## src/hdl/fetch_macros.svh

```systemverilog
// Fetch constants for RV32IC with PC_W counted in halfwords and kept at or below 20 bits
`ifndef FETCH_MACROS_SVH
`define FETCH_MACROS_SVH

// Halfword address width covering byte address bits 18 to 1
`define PC_W 18

// Full instruction word
`define INSTR_W 32

// Major opcodes as seen in instruction bits 6 to 2
`define OP_BRANCH 5'b11000
`define OP_JAL    5'b11011
`define OP_JALR   5'b11001

// Quadrant bits of a full-length instruction
`define RVC_Q3 2'b11

// Fixed registers used by the compressed forms
`define REG_RA 5'd1
`define REG_SP 5'd2

// Bubble sent toward decode
// An all-zero word would decode as a load so EBREAK is used instead
`define EBREAK_WORD 32'h0010_0073

`endif

```

## src/hdl/fetch_pkg.sv

```systemverilog
// Field views of a fetched word where the compressed view is valid only in the low halfword
`include "fetch_macros.svh"

package fetch_pkg;

   // Standard RV32I layout
   typedef struct packed {
      logic [6:0] funct7;
      logic [4:0] rs2;
      logic [4:0] rs1;
      logic [2:0] funct3;
      logic [4:0] rd;
      logic [6:0] opcode;
   } rv_fields_t;

   // RVC layout in the low parcel
   typedef struct packed {
      logic [15:0] upper;      // Following parcel
      logic [2:0]  funct3;
      logic [10:0] body;       // Bits 12 to 2
      logic [1:0]  quadrant;
   } rvc_fields_t;

   // Same 32 bits decoded either way
   typedef union packed {
      logic [`INSTR_W-1:0] raw;
      rv_fields_t          rv;
      rvc_fields_t         rvc;
   } fetch_word_t;

   // Halfword address
   typedef logic [`PC_W-1:0] pc_t;

   // Control transfer class seen by the static predictor
   typedef enum logic [1:0] {
      kind_other  = 2'd0,
      kind_branch = 2'd1,
      kind_jal    = 2'd2,
      kind_jalr   = 2'd3
   } branch_kind_t;

endpackage

```

## src/hdl/branch_predecoder.sv

```systemverilog
// Static prediction only and jalr targets are never predicted since they depend on a register
`timescale 1ns/1ps
`include "fetch_macros.svh"

module branch_predecoder import fetch_pkg::*; (
   input  fetch_word_t instr_i,     // Already expanded
   input  pc_t         pc_i,
   output logic        pred_taken_o,
   output pc_t         pred_target_o
);

   branch_kind_t kind;
   pc_t          b_imm;      // Halfword offsets
   logic [19:0]  j_full;     // Full jal offset in halfwords
   pc_t          imm;

   // Classify on the major opcode
   always_comb begin
      case (instr_i.rv.opcode[6:2])
         `OP_BRANCH: kind = kind_branch;
         `OP_JAL:    kind = kind_jal;
         `OP_JALR:   kind = kind_jalr;
         default:    kind = kind_other;
      endcase
   end

   // B-type offset bits 12 to 1
   assign b_imm = {{(`PC_W-12){instr_i.rv.funct7[6]}},
                   instr_i.rv.funct7[6],
                   instr_i.rv.rd[0],
                   instr_i.rv.funct7[5:0],
                   instr_i.rv.rd[4:1]};

   // J-type offset bits 20 to 1
   assign j_full = {instr_i.rv.funct7[6],
                    instr_i.rv.rs1,
                    instr_i.rv.funct3,
                    instr_i.rv.rs2[0],
                    instr_i.rv.funct7[5:0],
                    instr_i.rv.rs2[4:1]};

   // Upper jal bits fall outside the address space
   assign imm = (kind == kind_jal) ? j_full[`PC_W-1:0] : b_imm;

   assign pred_target_o = pc_i + imm;

   always_comb begin
      case (kind)
         kind_branch: pred_taken_o = b_imm[`PC_W-1];  // Backward taken, forward not
         kind_jal:    pred_taken_o = 1'b1;
         kind_jalr:   pred_taken_o = 1'b0;            // Execute fixes it
         default:     pred_taken_o = 1'b0;
      endcase
   end

endmodule

```

## src/hdl/fetch_stage.sv

```systemverilog
// Memory must return the 32-bit word at any halfword address combinationally in the same cycle
`timescale 1ns/1ps
`include "fetch_macros.svh"

module fetch_stage import fetch_pkg::*; (
   input  logic                clk_i,
   input  logic                rst_i,
   // Control unit
   input  logic                ctl_stall_i,
   input  logic                ctl_flush_i,
   output logic                ctl_mispredict_o,
   // Instruction memory
   input  logic                imem_wait_i,
   input  logic [`INSTR_W-1:0] imem_word_i,
   output pc_t                 imem_addr_o,
   // Execute
   input  logic                exe_valid_i,
   input  logic                exe_taken_i,
   input  pc_t                 exe_target_i,
   input  pc_t                 exe_pc_i,
   input  logic                exe_compressed_i,
   input  pc_t                 exe_pred_next_i,
   // Decode
   output logic [`INSTR_W-1:0] dec_instr_o,
   output pc_t                 dec_pc_o,
   output pc_t                 dec_pc_seq_o,
   output pc_t                 dec_pred_next_o
);

   fetch_word_t mem_word;
   fetch_word_t instr;        // After expansion
   logic        compressed;
   logic        pred_taken;
   pc_t         pred_target;
   pc_t         pc;
   pc_t         pc_seq;
   pc_t         pc_next;

   assign mem_word.raw = imem_word_i;
   assign imem_addr_o  = pc;

   rvc_expander u_expander (
      .mem_word_i   (mem_word),
      .instr_o      (instr),
      .compressed_o (compressed)
   );

   branch_predecoder u_predecoder (
      .instr_i       (instr),
      .pc_i          (pc),
      .pred_taken_o  (pred_taken),
      .pred_target_o (pred_target)
   );

   pc_select u_pc_select (
      .clk_i            (clk_i),
      .rst_i            (rst_i),
      .ctl_stall_i      (ctl_stall_i),
      .imem_wait_i      (imem_wait_i),
      .compressed_i     (compressed),
      .pred_taken_i     (pred_taken),
      .pred_target_i    (pred_target),
      .exe_valid_i      (exe_valid_i),
      .exe_taken_i      (exe_taken_i),
      .exe_target_i     (exe_target_i),
      .exe_pc_i         (exe_pc_i),
      .exe_compressed_i (exe_compressed_i),
      .exe_pred_next_i  (exe_pred_next_i),
      .pc_o             (pc),
      .pc_seq_o         (pc_seq),
      .pc_next_o        (pc_next),
      .ctl_mispredict_o (ctl_mispredict_o)
   );

   // Bubble on flush or while memory has no word
   always_ff @(posedge clk_i) begin
      if (rst_i) begin
         dec_instr_o <= `EBREAK_WORD;
      end else if (!ctl_stall_i) begin
         dec_instr_o <= (ctl_flush_i || imem_wait_i) ? `EBREAK_WORD : instr.raw;
      end
   end

   // Addresses travel with the instruction for the execute check
   always_ff @(posedge clk_i) begin
      if (!ctl_stall_i) begin
         dec_pc_o        <= pc;
         dec_pc_seq_o    <= pc_seq;
         dec_pred_next_o <= pc_next;
      end
   end

endmodule

```

## src/hdl/pc_select.sv

```systemverilog
// Redirect from execute wins over the prediction and over a memory wait but not over a stall
`timescale 1ns/1ps

module pc_select import fetch_pkg::*; (
   input  logic clk_i,
   input  logic rst_i,
   input  logic ctl_stall_i,
   input  logic imem_wait_i,
   // Current fetch
   input  logic compressed_i,
   input  logic pred_taken_i,
   input  pc_t  pred_target_i,
   // Resolved transfer from execute
   input  logic exe_valid_i,
   input  logic exe_taken_i,
   input  pc_t  exe_target_i,
   input  pc_t  exe_pc_i,
   input  logic exe_compressed_i,
   input  pc_t  exe_pred_next_i,
   output pc_t  pc_o,
   output pc_t  pc_seq_o,
   output pc_t  pc_next_o,
   output logic ctl_mispredict_o
);

   pc_t pc_q;
   pc_t exe_next;    // Where the reported instruction really goes

   // One halfword for a compressed instruction and two for a full one
   function automatic pc_t step(input pc_t pc, input logic compressed);
      pc_t inc;
      inc = compressed ? pc_t'(1) : pc_t'(2);
      return pc + inc;
   endfunction

   assign pc_o     = pc_q;
   assign pc_seq_o = step(pc_q, compressed_i);

   // Prediction for the word at pc_q
   assign pc_next_o = pred_taken_i ? pred_target_i : pc_seq_o;

   assign exe_next = exe_taken_i ? exe_target_i : step(exe_pc_i, exe_compressed_i);

   // Combinational in the cycle execute reports
   assign ctl_mispredict_o = exe_valid_i && (exe_next != exe_pred_next_i);

   always_ff @(posedge clk_i) begin
      if (rst_i) begin
         pc_q <= '0;
      end else if (!ctl_stall_i) begin
         if (ctl_mispredict_o) begin
            pc_q <= exe_next;
         end else if (!imem_wait_i) begin
            pc_q <= pc_next_o;
         end
      end
   end

endmodule

```

## src/hdl/rvc_expander.sv

```systemverilog
// RV32C subset only and reserved or RV64/FP compressed codes come out as EBREAK
`timescale 1ns/1ps
`include "fetch_macros.svh"

module rvc_expander import fetch_pkg::*; (
   input  fetch_word_t mem_word_i,
   output fetch_word_t instr_o,
   output logic        compressed_o
);

   logic [15:0]         c;          // Low parcel rebuilt from the RVC view
   logic [`INSTR_W-1:0] exp_word;
   logic [11:0]         imm6_sx;    // c.addi, c.li and c.andi immediate
   logic [2:0]          alu_f3;     // Funct3 for the register-register group

   assign c = {mem_word_i.rvc.funct3, mem_word_i.rvc.body, mem_word_i.rvc.quadrant};

   assign compressed_o = (mem_word_i.rvc.quadrant != `RVC_Q3);

   assign imm6_sx = {{6{c[12]}}, c[12], c[6:2]};

   // c.sub, c.xor, c.or, c.and
   always_comb begin
      case (c[6:5])
         2'b00:   alu_f3 = 3'b000;
         2'b01:   alu_f3 = 3'b100;
         2'b10:   alu_f3 = 3'b110;
         default: alu_f3 = 3'b111;
      endcase
   end

   always_comb begin
      exp_word = `EBREAK_WORD;   // Anything not matched below
      case ({c[15:13], c[1:0]})
         5'b000_00: begin // c.addi4spn
            if (c[12:5] != 8'd0) begin
               exp_word = {2'b00, c[10:7], c[12:11], c[5], c[6], 2'b00,
                           `REG_SP, 3'b000, 2'b01, c[4:2], 7'h13};
            end
         end
         5'b010_00: begin // c.lw
            exp_word = {5'd0, c[5], c[12:10], c[6], 2'b00,
                        2'b01, c[9:7], 3'b010, 2'b01, c[4:2], 7'h03};
         end
         5'b110_00: begin // c.sw
            exp_word = {5'd0, c[5], c[12], 2'b01, c[4:2], 2'b01, c[9:7],
                        3'b010, c[11:10], c[6], 2'b00, 7'h23};
         end
         5'b000_01: begin // c.addi and c.nop
            exp_word = {imm6_sx, c[11:7], 3'b000, c[11:7], 7'h13};
         end
         5'b001_01,
         5'b101_01: begin // c.jal links to ra and c.j to x0
            exp_word = {c[12], c[8], c[10:9], c[6], c[7], c[2], c[11], c[5:3],
                        c[12], {8{c[12]}}, 4'b0000, ~c[15], 7'h6f};
         end
         5'b010_01: begin // c.li
            exp_word = {imm6_sx, 5'd0, 3'b000, c[11:7], 7'h13};
         end
         5'b011_01: begin
            if ({c[12], c[6:2]} != 6'd0) begin
               if (c[11:7] == `REG_SP) begin // c.addi16sp
                  exp_word = {{3{c[12]}}, c[4:3], c[5], c[2], c[6], 4'b0000,
                              `REG_SP, 3'b000, `REG_SP, 7'h13};
               end else begin // c.lui
                  exp_word = {{15{c[12]}}, c[6:2], c[11:7], 7'h37};
               end
            end
         end
         5'b100_01: begin
            case (c[11:10])
               2'b00,
               2'b01: begin // c.srli and c.srai share the layout
                  if (!c[12]) begin
                     exp_word = {1'b0, c[10], 5'd0, c[6:2], 2'b01, c[9:7],
                                 3'b101, 2'b01, c[9:7], 7'h13};
                  end
               end
               2'b10: begin // c.andi
                  exp_word = {imm6_sx, 2'b01, c[9:7], 3'b111, 2'b01, c[9:7], 7'h13};
               end
               default: begin
                  if (!c[12]) begin // Bit 12 set is the RV64 word group
                     exp_word = {1'b0, (c[6:5] == 2'b00), 5'd0, 2'b01, c[4:2],
                                 2'b01, c[9:7], alu_f3, 2'b01, c[9:7], 7'h33};
                  end
               end
            endcase
         end
         5'b110_01,
         5'b111_01: begin // c.beqz and c.bnez
            exp_word = {c[12], {3{c[12]}}, c[6:5], c[2], 5'd0, 2'b01, c[9:7],
                        2'b00, c[13], c[11:10], c[4:3], c[12], 7'h63};
         end
         5'b000_10: begin // c.slli
            if (!c[12]) begin
               exp_word = {7'd0, c[6:2], c[11:7], 3'b001, c[11:7], 7'h13};
            end
         end
         5'b010_10: begin // c.lwsp
            if (c[11:7] != 5'd0) begin
               exp_word = {4'd0, c[3:2], c[12], c[6:4], 2'b00,
                           `REG_SP, 3'b010, c[11:7], 7'h03};
            end
         end
         5'b100_10: begin
            if (!c[12]) begin
               if (c[6:2] == 5'd0) begin
                  if (c[11:7] != 5'd0) begin // c.jr
                     exp_word = {12'd0, c[11:7], 3'b000, 5'd0, 7'h67};
                  end
               end else begin // c.mv
                  exp_word = {7'd0, c[6:2], 5'd0, 3'b000, c[11:7], 7'h33};
               end
            end else if (c[6:2] == 5'd0) begin
               if (c[11:7] != 5'd0) begin // c.jalr, otherwise c.ebreak
                  exp_word = {12'd0, c[11:7], 3'b000, `REG_RA, 7'h67};
               end
            end else begin // c.add
               exp_word = {7'd0, c[6:2], c[11:7], 3'b000, c[11:7], 7'h33};
            end
         end
         5'b110_10: begin // c.swsp
            exp_word = {4'd0, c[8:7], c[12], c[6:2], `REG_SP, 3'b010,
                        c[11:9], 2'b00, 7'h23};
         end
         default: begin
            exp_word = `EBREAK_WORD;
         end
      endcase
   end

   // Full-length words pass untouched
   assign instr_o.raw = compressed_o ? exp_word : mem_word_i.raw;

endmodule

```

## config.mk

```make
export PLATFORM = sky130hd
export DESIGN_NAME = fetch_stage
export DESIGN_NICKNAME = d
export VERILOG_FILES = /design/src/hdl/fetch_pkg.sv /design/src/hdl/branch_predecoder.sv /design/src/hdl/fetch_stage.sv /design/src/hdl/pc_select.sv /design/src/hdl/rvc_expander.sv
export VERILOG_INCLUDE_DIRS = /design/src /design/src/hdl
export SDC_FILE = /design/constraint.sdc
export NUM_CORES = 1
export LEC_CHECK = 0
export BUFFER_PORTS_ARGS = -buffer_cell sky130_fd_sc_hd__buf_2
export CAP_MARGIN = 25
export CORE_MARGIN = 4
export CORE_UTILIZATION = 30
export DETAILED_ROUTE_END_ITERATION = 10
export GPL_TIMING_DRIVEN = 0
export PLACE_DENSITY = 0.6
export SKIP_LAST_GASP = 1
export SLEW_MARGIN = 10
export SYNTH_ARGS = -nofsm -noshare
export SYNTH_HDL_FRONTEND = slang
export SYNTH_SLANG_ARGS = --single-unit
```

## constraint.sdc

```tcl
create_clock -name clk_i -period 10.4 [get_ports clk_i]
set_clock_uncertainty 0.1 [all_clocks]
set_input_delay 1.04 -clock clk_i [delete_from_list [all_inputs] [get_ports clk_i]]
set_output_delay 1.04 -clock clk_i [all_outputs]
set_load 0.1 [all_outputs]
```

# Word-level counts from Yosys, hierarchy flattened
# Index checks and enable logic that the tools add are counted.
# word_totals
reg_bits	104
in_bits	94
out_inout_bits	105
word_cells	76
# op_classes
addsub	3
n_eq_ne	27
n_bitwise	2
mux	26
n_reduce_logical	13
# ops
operator	n
$pmux W32 S13	1
$mux W25	4
$mux W32	3
$mux W18	5
$pmux W32 S2	1
$mux W31	2
$add A18 B18 Y18	3
$eq A5 B5 Y1 const B	10
$mux W21	2
$mux W30	1
$mux W29	1
$mux W28	1
$eq A5 B4 Y1 const B	4
$ne A18 B18 Y1	1
$eq A5 B2 Y1 const B	2
$logic_not A5 Y1	2
$pmux W3 S3	1
$reduce_bool A8 Y1	1
$eq A2 B1 Y1 const B	3
$eq A2 B2 Y1 const B	3
$pmux W2 S3	1
$reduce_bool A6 Y1	1
$reduce_or A2 Y1	3
$eq A5 B1 Y1 const B	1
other kinds (10)	14

# Depth between registers and ports, before layout
# logic_depth
word_depth	14
depth_mapped	28
mapped_depth_nobuf	25

# By module
# A second synthesis with hierarchy kept.
# unflattened
hier_cells	976
area_unflattened_um2	8370.5
# modules_own_cells
mod	seq_area_each_um2	area_each_um2	n_inst	cells_per_inst
fetch_stage	2262.2	2951.6	1	199
pc_select	360.3	2597.5	1	332
rvc_expander	0.0	1709.1	1	284
branch_predecoder	0.0	1112.3	1	161

# Worst setup path after synthesis
# Ideal clock, no wire load.
# synth_timing
path_kind	input to register
start	input port imem_word_i[2]
end	register u_pc_select.pc_q[17] (netlist: u_pc_select.pc_o[17])
cell_stages	24
arrival_ns	5.709
required_time_ns	10.214
path_slack_ns	4.506
cell_sequence	clkbuf_1 -> nor4_1 -> nand2_1 -> nor2_1 -> a31oi_1 -> a311o_1 -> o221ai_1 -> nand3_1 -> nor2_1 -> inv_1 -> ha_1 -> clkbuf_1 -> nor2_1 -> nor2_1 -> ha_1 -> o21ai_0 -> o21ai_0 -> a311oi_1 -> nor4_1 -> a2111oi_0 -> xnor2_1 -> a21oi_1 -> mux2i_1 -> a211oi_1
# synth_between
elab_chain_len	13
elab_cells_between_ends	27
cone_classes	add/sub (1); eq/ne (5); mux (19); reduce/logical (2)
# synth_rtl
item	line_no	text
start, declared	fetch_stage.sv:14	input logic [`INSTR_W-1:0] imem_word_i,
$logic_not A5 Y1	rvc_expander.sv:108, rvc_expander.sv:115	
$mux W25, on equally long branches	rvc_expander.sv:108, rvc_expander.sv:115	
$mux W25	rvc_expander.sv:107	if (!c[12]) begin
$pmux W32 S13	rvc_expander.sv:34	case ({c[15:13], c[1:0]})
$mux W32 (*)	rvc_expander.sv:134	assign instr_o.raw = compressed_o ? exp_word : mem_word_i.raw;
$eq A5 B5 Y1	branch_predecoder.sv:19	case (instr_i.rv.opcode[6:2])
$pmux W2 S3	branch_predecoder.sv:19	
$eq A2 B2 Y1	branch_predecoder.sv:43, branch_predecoder.sv:48	
$mux W18	branch_predecoder.sv:43	assign imm = (kind == kind_jal) ? j_full[`PC_W-1:0] : b_imm;
$add A18 B18 Y18	branch_predecoder.sv:45	assign pred_target_o = pc_i + imm;
$mux W18 (*)	pc_select.sv:40	assign pc_next_o = pred_taken_i ? pred_target_i : pc_seq_o;
net pc_next[17]	fetch_stage.sv:37	pc_t pc_next;
$mux W18 (*)	pc_select.sv:53	end else if (!imem_wait_i) begin
$mux W18 (*)	pc_select.sv:51	if (ctl_mispredict_o) begin
end signal, assigned	pc_select.sv:52	pc_q <= exe_next;
end signal, assigned	pc_select.sv:54	pc_q <= pc_next_o;
end, declared	pc_select.sv:26	pc_t pc_q;
# Mark *: on every way through the listed nets, which the timed path passes. The rest lies on a longest branch. The select of a mux whose other input is x is not followed.
# A chain may end at the register's enable or synchronous reset.

# Final worst setup path
# layout_timing
start	input port imem_word_i[11]
end	register u_pc_select.pc_q[17] (netlist: u_pc_select.pc_o[17])
# layout_between
elab_chain_len	14
elab_cells_between_ends	32
cone_classes	add/sub (1); eq/ne (8); mux (19); reduce/logical (4)
# layout_rtl
item	line_no
$reduce_bool A5 Y1	rvc_expander.sv:101, rvc_expander.sv:109, rvc_expander.sv:116
$mux W21, on equally long branches	rvc_expander.sv:109, rvc_expander.sv:116
$mux W25, on equally long branches	rvc_expander.sv:108, rvc_expander.sv:115
$mux W25	rvc_expander.sv:107
$pmux W32 S13	rvc_expander.sv:34
$mux W32 (*)	rvc_expander.sv:134
$eq A5 B5 Y1	branch_predecoder.sv:19
$pmux W2 S3	branch_predecoder.sv:19
$eq A2 B2 Y1	branch_predecoder.sv:43, branch_predecoder.sv:48
$mux W18	branch_predecoder.sv:43
$add A18 B18 Y18	branch_predecoder.sv:45
$mux W18 (*)	pc_select.sv:40
net pc_next[17]	fetch_stage.sv:37
$mux W18 (*)	pc_select.sv:53
$mux W18 (*)	pc_select.sv:51
# Marked as above.

==> results.yml <==
drt:
  first_iter_violations: 733
  wirelength_mm: 31.9
  drtAntennaViolNets: 0
  dr.pass1.iters: 8
  drc: 0
  vias: 8012
  detail_route.wl_per_cell_um: 22.4
  via_per_inst: 5.64
placed_design:
  dpl_cell_area_sq_um: 8960
  place_congestion: 0.973
  preCtsSetupSlack_ps: 2850
  dp_hpwl_mm: 25.3
  place.port_buffers: 187
grt:
  grtUsageMet1_pct: 32.2
  overflow: 0
  grt_use_total_pct: 21.9
  use_met2_pct: 31.7
  grt_pass1_wl_mm: 47.8
  top_usage_layer: "met1"
  met3_usage_pct: 4.03
  grt_max_degree: 40
  antenna_found_initial: 0
  grt_pass1_vias: 7783
layout:
  syn_to_final_growth_pct: 22.5
  post-route-util_pct: 37.7
  layout-drive-gt1-share_pct: 22.8
  stdcell_area_sq_um: 9280
  diodes: 0
  nets: 1212
clock_tree:
  clock_latency_ps: 350
  clockBufferDepth: 2
  cts.clk_slew.worst_paths_ps: 80
  post_cts_resize_count: 0
  cts_setup_buffers: 0
  postCtsHoldBufs: 0
  cts-root-buf: "clkbuf_16"
  htreeDepth: 3
  cts_made_buffers: 9
  cts_tree: "yes"
  tritoncts_num_sinks: 104
synthesis:
  syn-instance-count: 892
  yosys_warnings: 0
  synth_top_area_share_pct: 21.4
  seq_area_frac_synth_pct: 34.6
  avgSynthCellArea_sq_um: 8.50
  synthesis.area_sq_um: 7580
  synthDistinctLibCells: 83
  synth_edf_count: 54
  synth.area.top_cells: "edfxtp_1 21%, dfxtp_1 13%, nor2_1 5.3%, xnor2_1 4.4%, a21oi_1 4.2%"
  yosys.area.top_type: "edfxtp_1"
  synthTopCellsByCount: "108 x nor2_1, 82 x nand2_1, 64 x a21oi_1"
  synth_flop_cell: "edfxtp_1"
  yosysMostFrequentCell: "nor2_1"
  synth_fp_nets: 1012
  ys_seq_elements: 104
  synth-async-reset-ratio_pct: 0
power_and_ir_drop:
  p_leak_nw: 3.83
  switching_share_pct: 42.0
  p_comb_share_pct: 35.8
  power_frac_seq_pct: 36.5
  power.density_nw_per_um2: 142
  p_int_w: 0.000766
  clock_power_share_pct: 27.7
  peakVddDrop_v: 0.0000944
  p_total_w: 0.00132
  p_sw_w: 0.000555
status:
  status: "finished, final reports clean"
sta:
  drv_slew: 0
  clock.fmax_ghz: 0.134
  tns_ps: 0
  slew_headroom_pct: 36.4
  finalSetupViolCount: 0
  finalCritPeriodShare_pct: 71.7
  report.final.hold_viol_count: 0
  worst_slew_pin_slew_ps: 941
  period_minus_slack_ps: 7450
  timing.final.ws_setup_ps: 2950
  rsz0062_at_grt: "no"
critical_path:
  max_stage_delay_ps: 820
  endpoint_kind: "flop"
  crit_required_ps: 10570
  worstSetupPathType: "in -> reg"
  path_buf_inv: 4
  cp_top_family: "compound AO/OA/AOI/OAI gates"
  crit_top_cell: "nor2_1"
  crit_arrival_ps: 7620
  start_kind: "input port"
  crit_fanout: 10
  slowest_stage: "nor4_1"
die:
  initial_core_util_pct: 30.8
  die_h_um: 167
  core_region_area_sq_um: 24600
  die_area_sq_um: 27900
  rows: 57
  die_w_um: 167
  ios: 199
job:
  maxCapViolCount: 0
hold_path:
  hold_path.class: "reg -> reg"
layer usage:
layer | up-vias | share of wire [%]
met5 | - | 0
met4 | 0 | 3.5
met3 | 64 | 8.5
met2 | 426 | 42
met1 | 3801 | 46
li1 | 3721 | -
metrics by stage:
stage / hold WS, ps / cells
final: 354 / 1421
after global routing: 389 / 1421
after CTS: 353 / 1421
after detailed placement: 325 / 1405
after global placement: 323 / 1403
after floorplan: 786 / 892
kinds of logic (layout without fill, tap and decap cells):
kind of cell,count (synthesis),after routing,share of synthesized area [%]
xor gates and xnor gates,65,65,7.51
and+or+nand+nor,315,315,19.8
AOI/OAI and AO/OA,265,265,24.1
adders and majority gates,26,26,4.59
DFF,104,104,34.6
muxes,37,37,5.09
buffers and inverters,80,285,4.33
worst register-to-register path: stages, from the launching register on:
cell and delay, ps:
dfxtp_1 550, ha_1 350, o21ai_0 280, o21ai_0 180, a311oi_1 740, nor4_1 130
a2111oi_0 550, xnor2_1 140, a21oi_1 230, mux2i_1 100, a211oi_1 220
power groups by stage:
stage	Clock, W	Sequential, W	Combinational (W)
6_report	0.000366	0.000482	0.000473
5_1_grt	0.000391	0.000485	0.000499
4_1_cts	0.000374	0.000482	0.000468
3_5_place_dp	0	0.000491	0.000466
3_3_place_gp	0	0.000492	0.000466
2_1_floorplan	0	0.000662	0.000171
layout by cell type (no fill, tap or decap), types with 7 or more instances in the layout:
cell / instances
buf_2: 193
nor2_1: 108
nand2_1: 82
a21oi_1: 64
edfxtp_1: 54
o21ai_0: 52
dfxtp_1: 50
xnor2_1: 38
clkbuf_1: 36
xor2_1: 27
mux2i_1: 25
nand3_1: 24
inv_1: 24
ha_1: 23
nor3_1: 22
a211oi_1: 21
a22o_1: 18
o211ai_1: 13
nor2b_1: 12
mux2_2: 12
nor4_1: 11
nand4_1: 11
nand2b_1: 10
clkbuf_16: 9
a31oi_1: 8
a21o_1: 7
o31ai_1: 7
path summary, 6_finish.rpt:
| check | start | end | cells after the start | slack, ps |
|---|---|---|---|---|
| hold reg to reg | dec_instr_o[0] | dec_instr_o[0] | 1 | 350 |
| setup reg to reg | u_pc_select.pc_o[2] | u_pc_select.pc_o[17] | 10 | 6750 |
| hold / removal | dec_instr_o[0] | dec_instr_o[0] | 1 | 350 |
| setup / recovery | imem_word_i[11] | u_pc_select.pc_o[17] | 25 | 2950 |
registers in the layout, summed over array words and instances, names as in the netlist:
register	cells
dec_pc_seq_o	18
dec_pred_next_o	18
u_pc_select.pc_o	18
dec_pc_o	18
dec_instr_o	32
area by class of cell:
class	instances	area, sq um
fill	2578	15300
clock buffer	9	225
multi-input combinational	708	4640
tap	324	405
clock inverter	7	97.6
timing repair buffer	189	963
buffer	50	213
sequential	104	2620
inverter	30	115
Power figures use the tool's default switching activity.
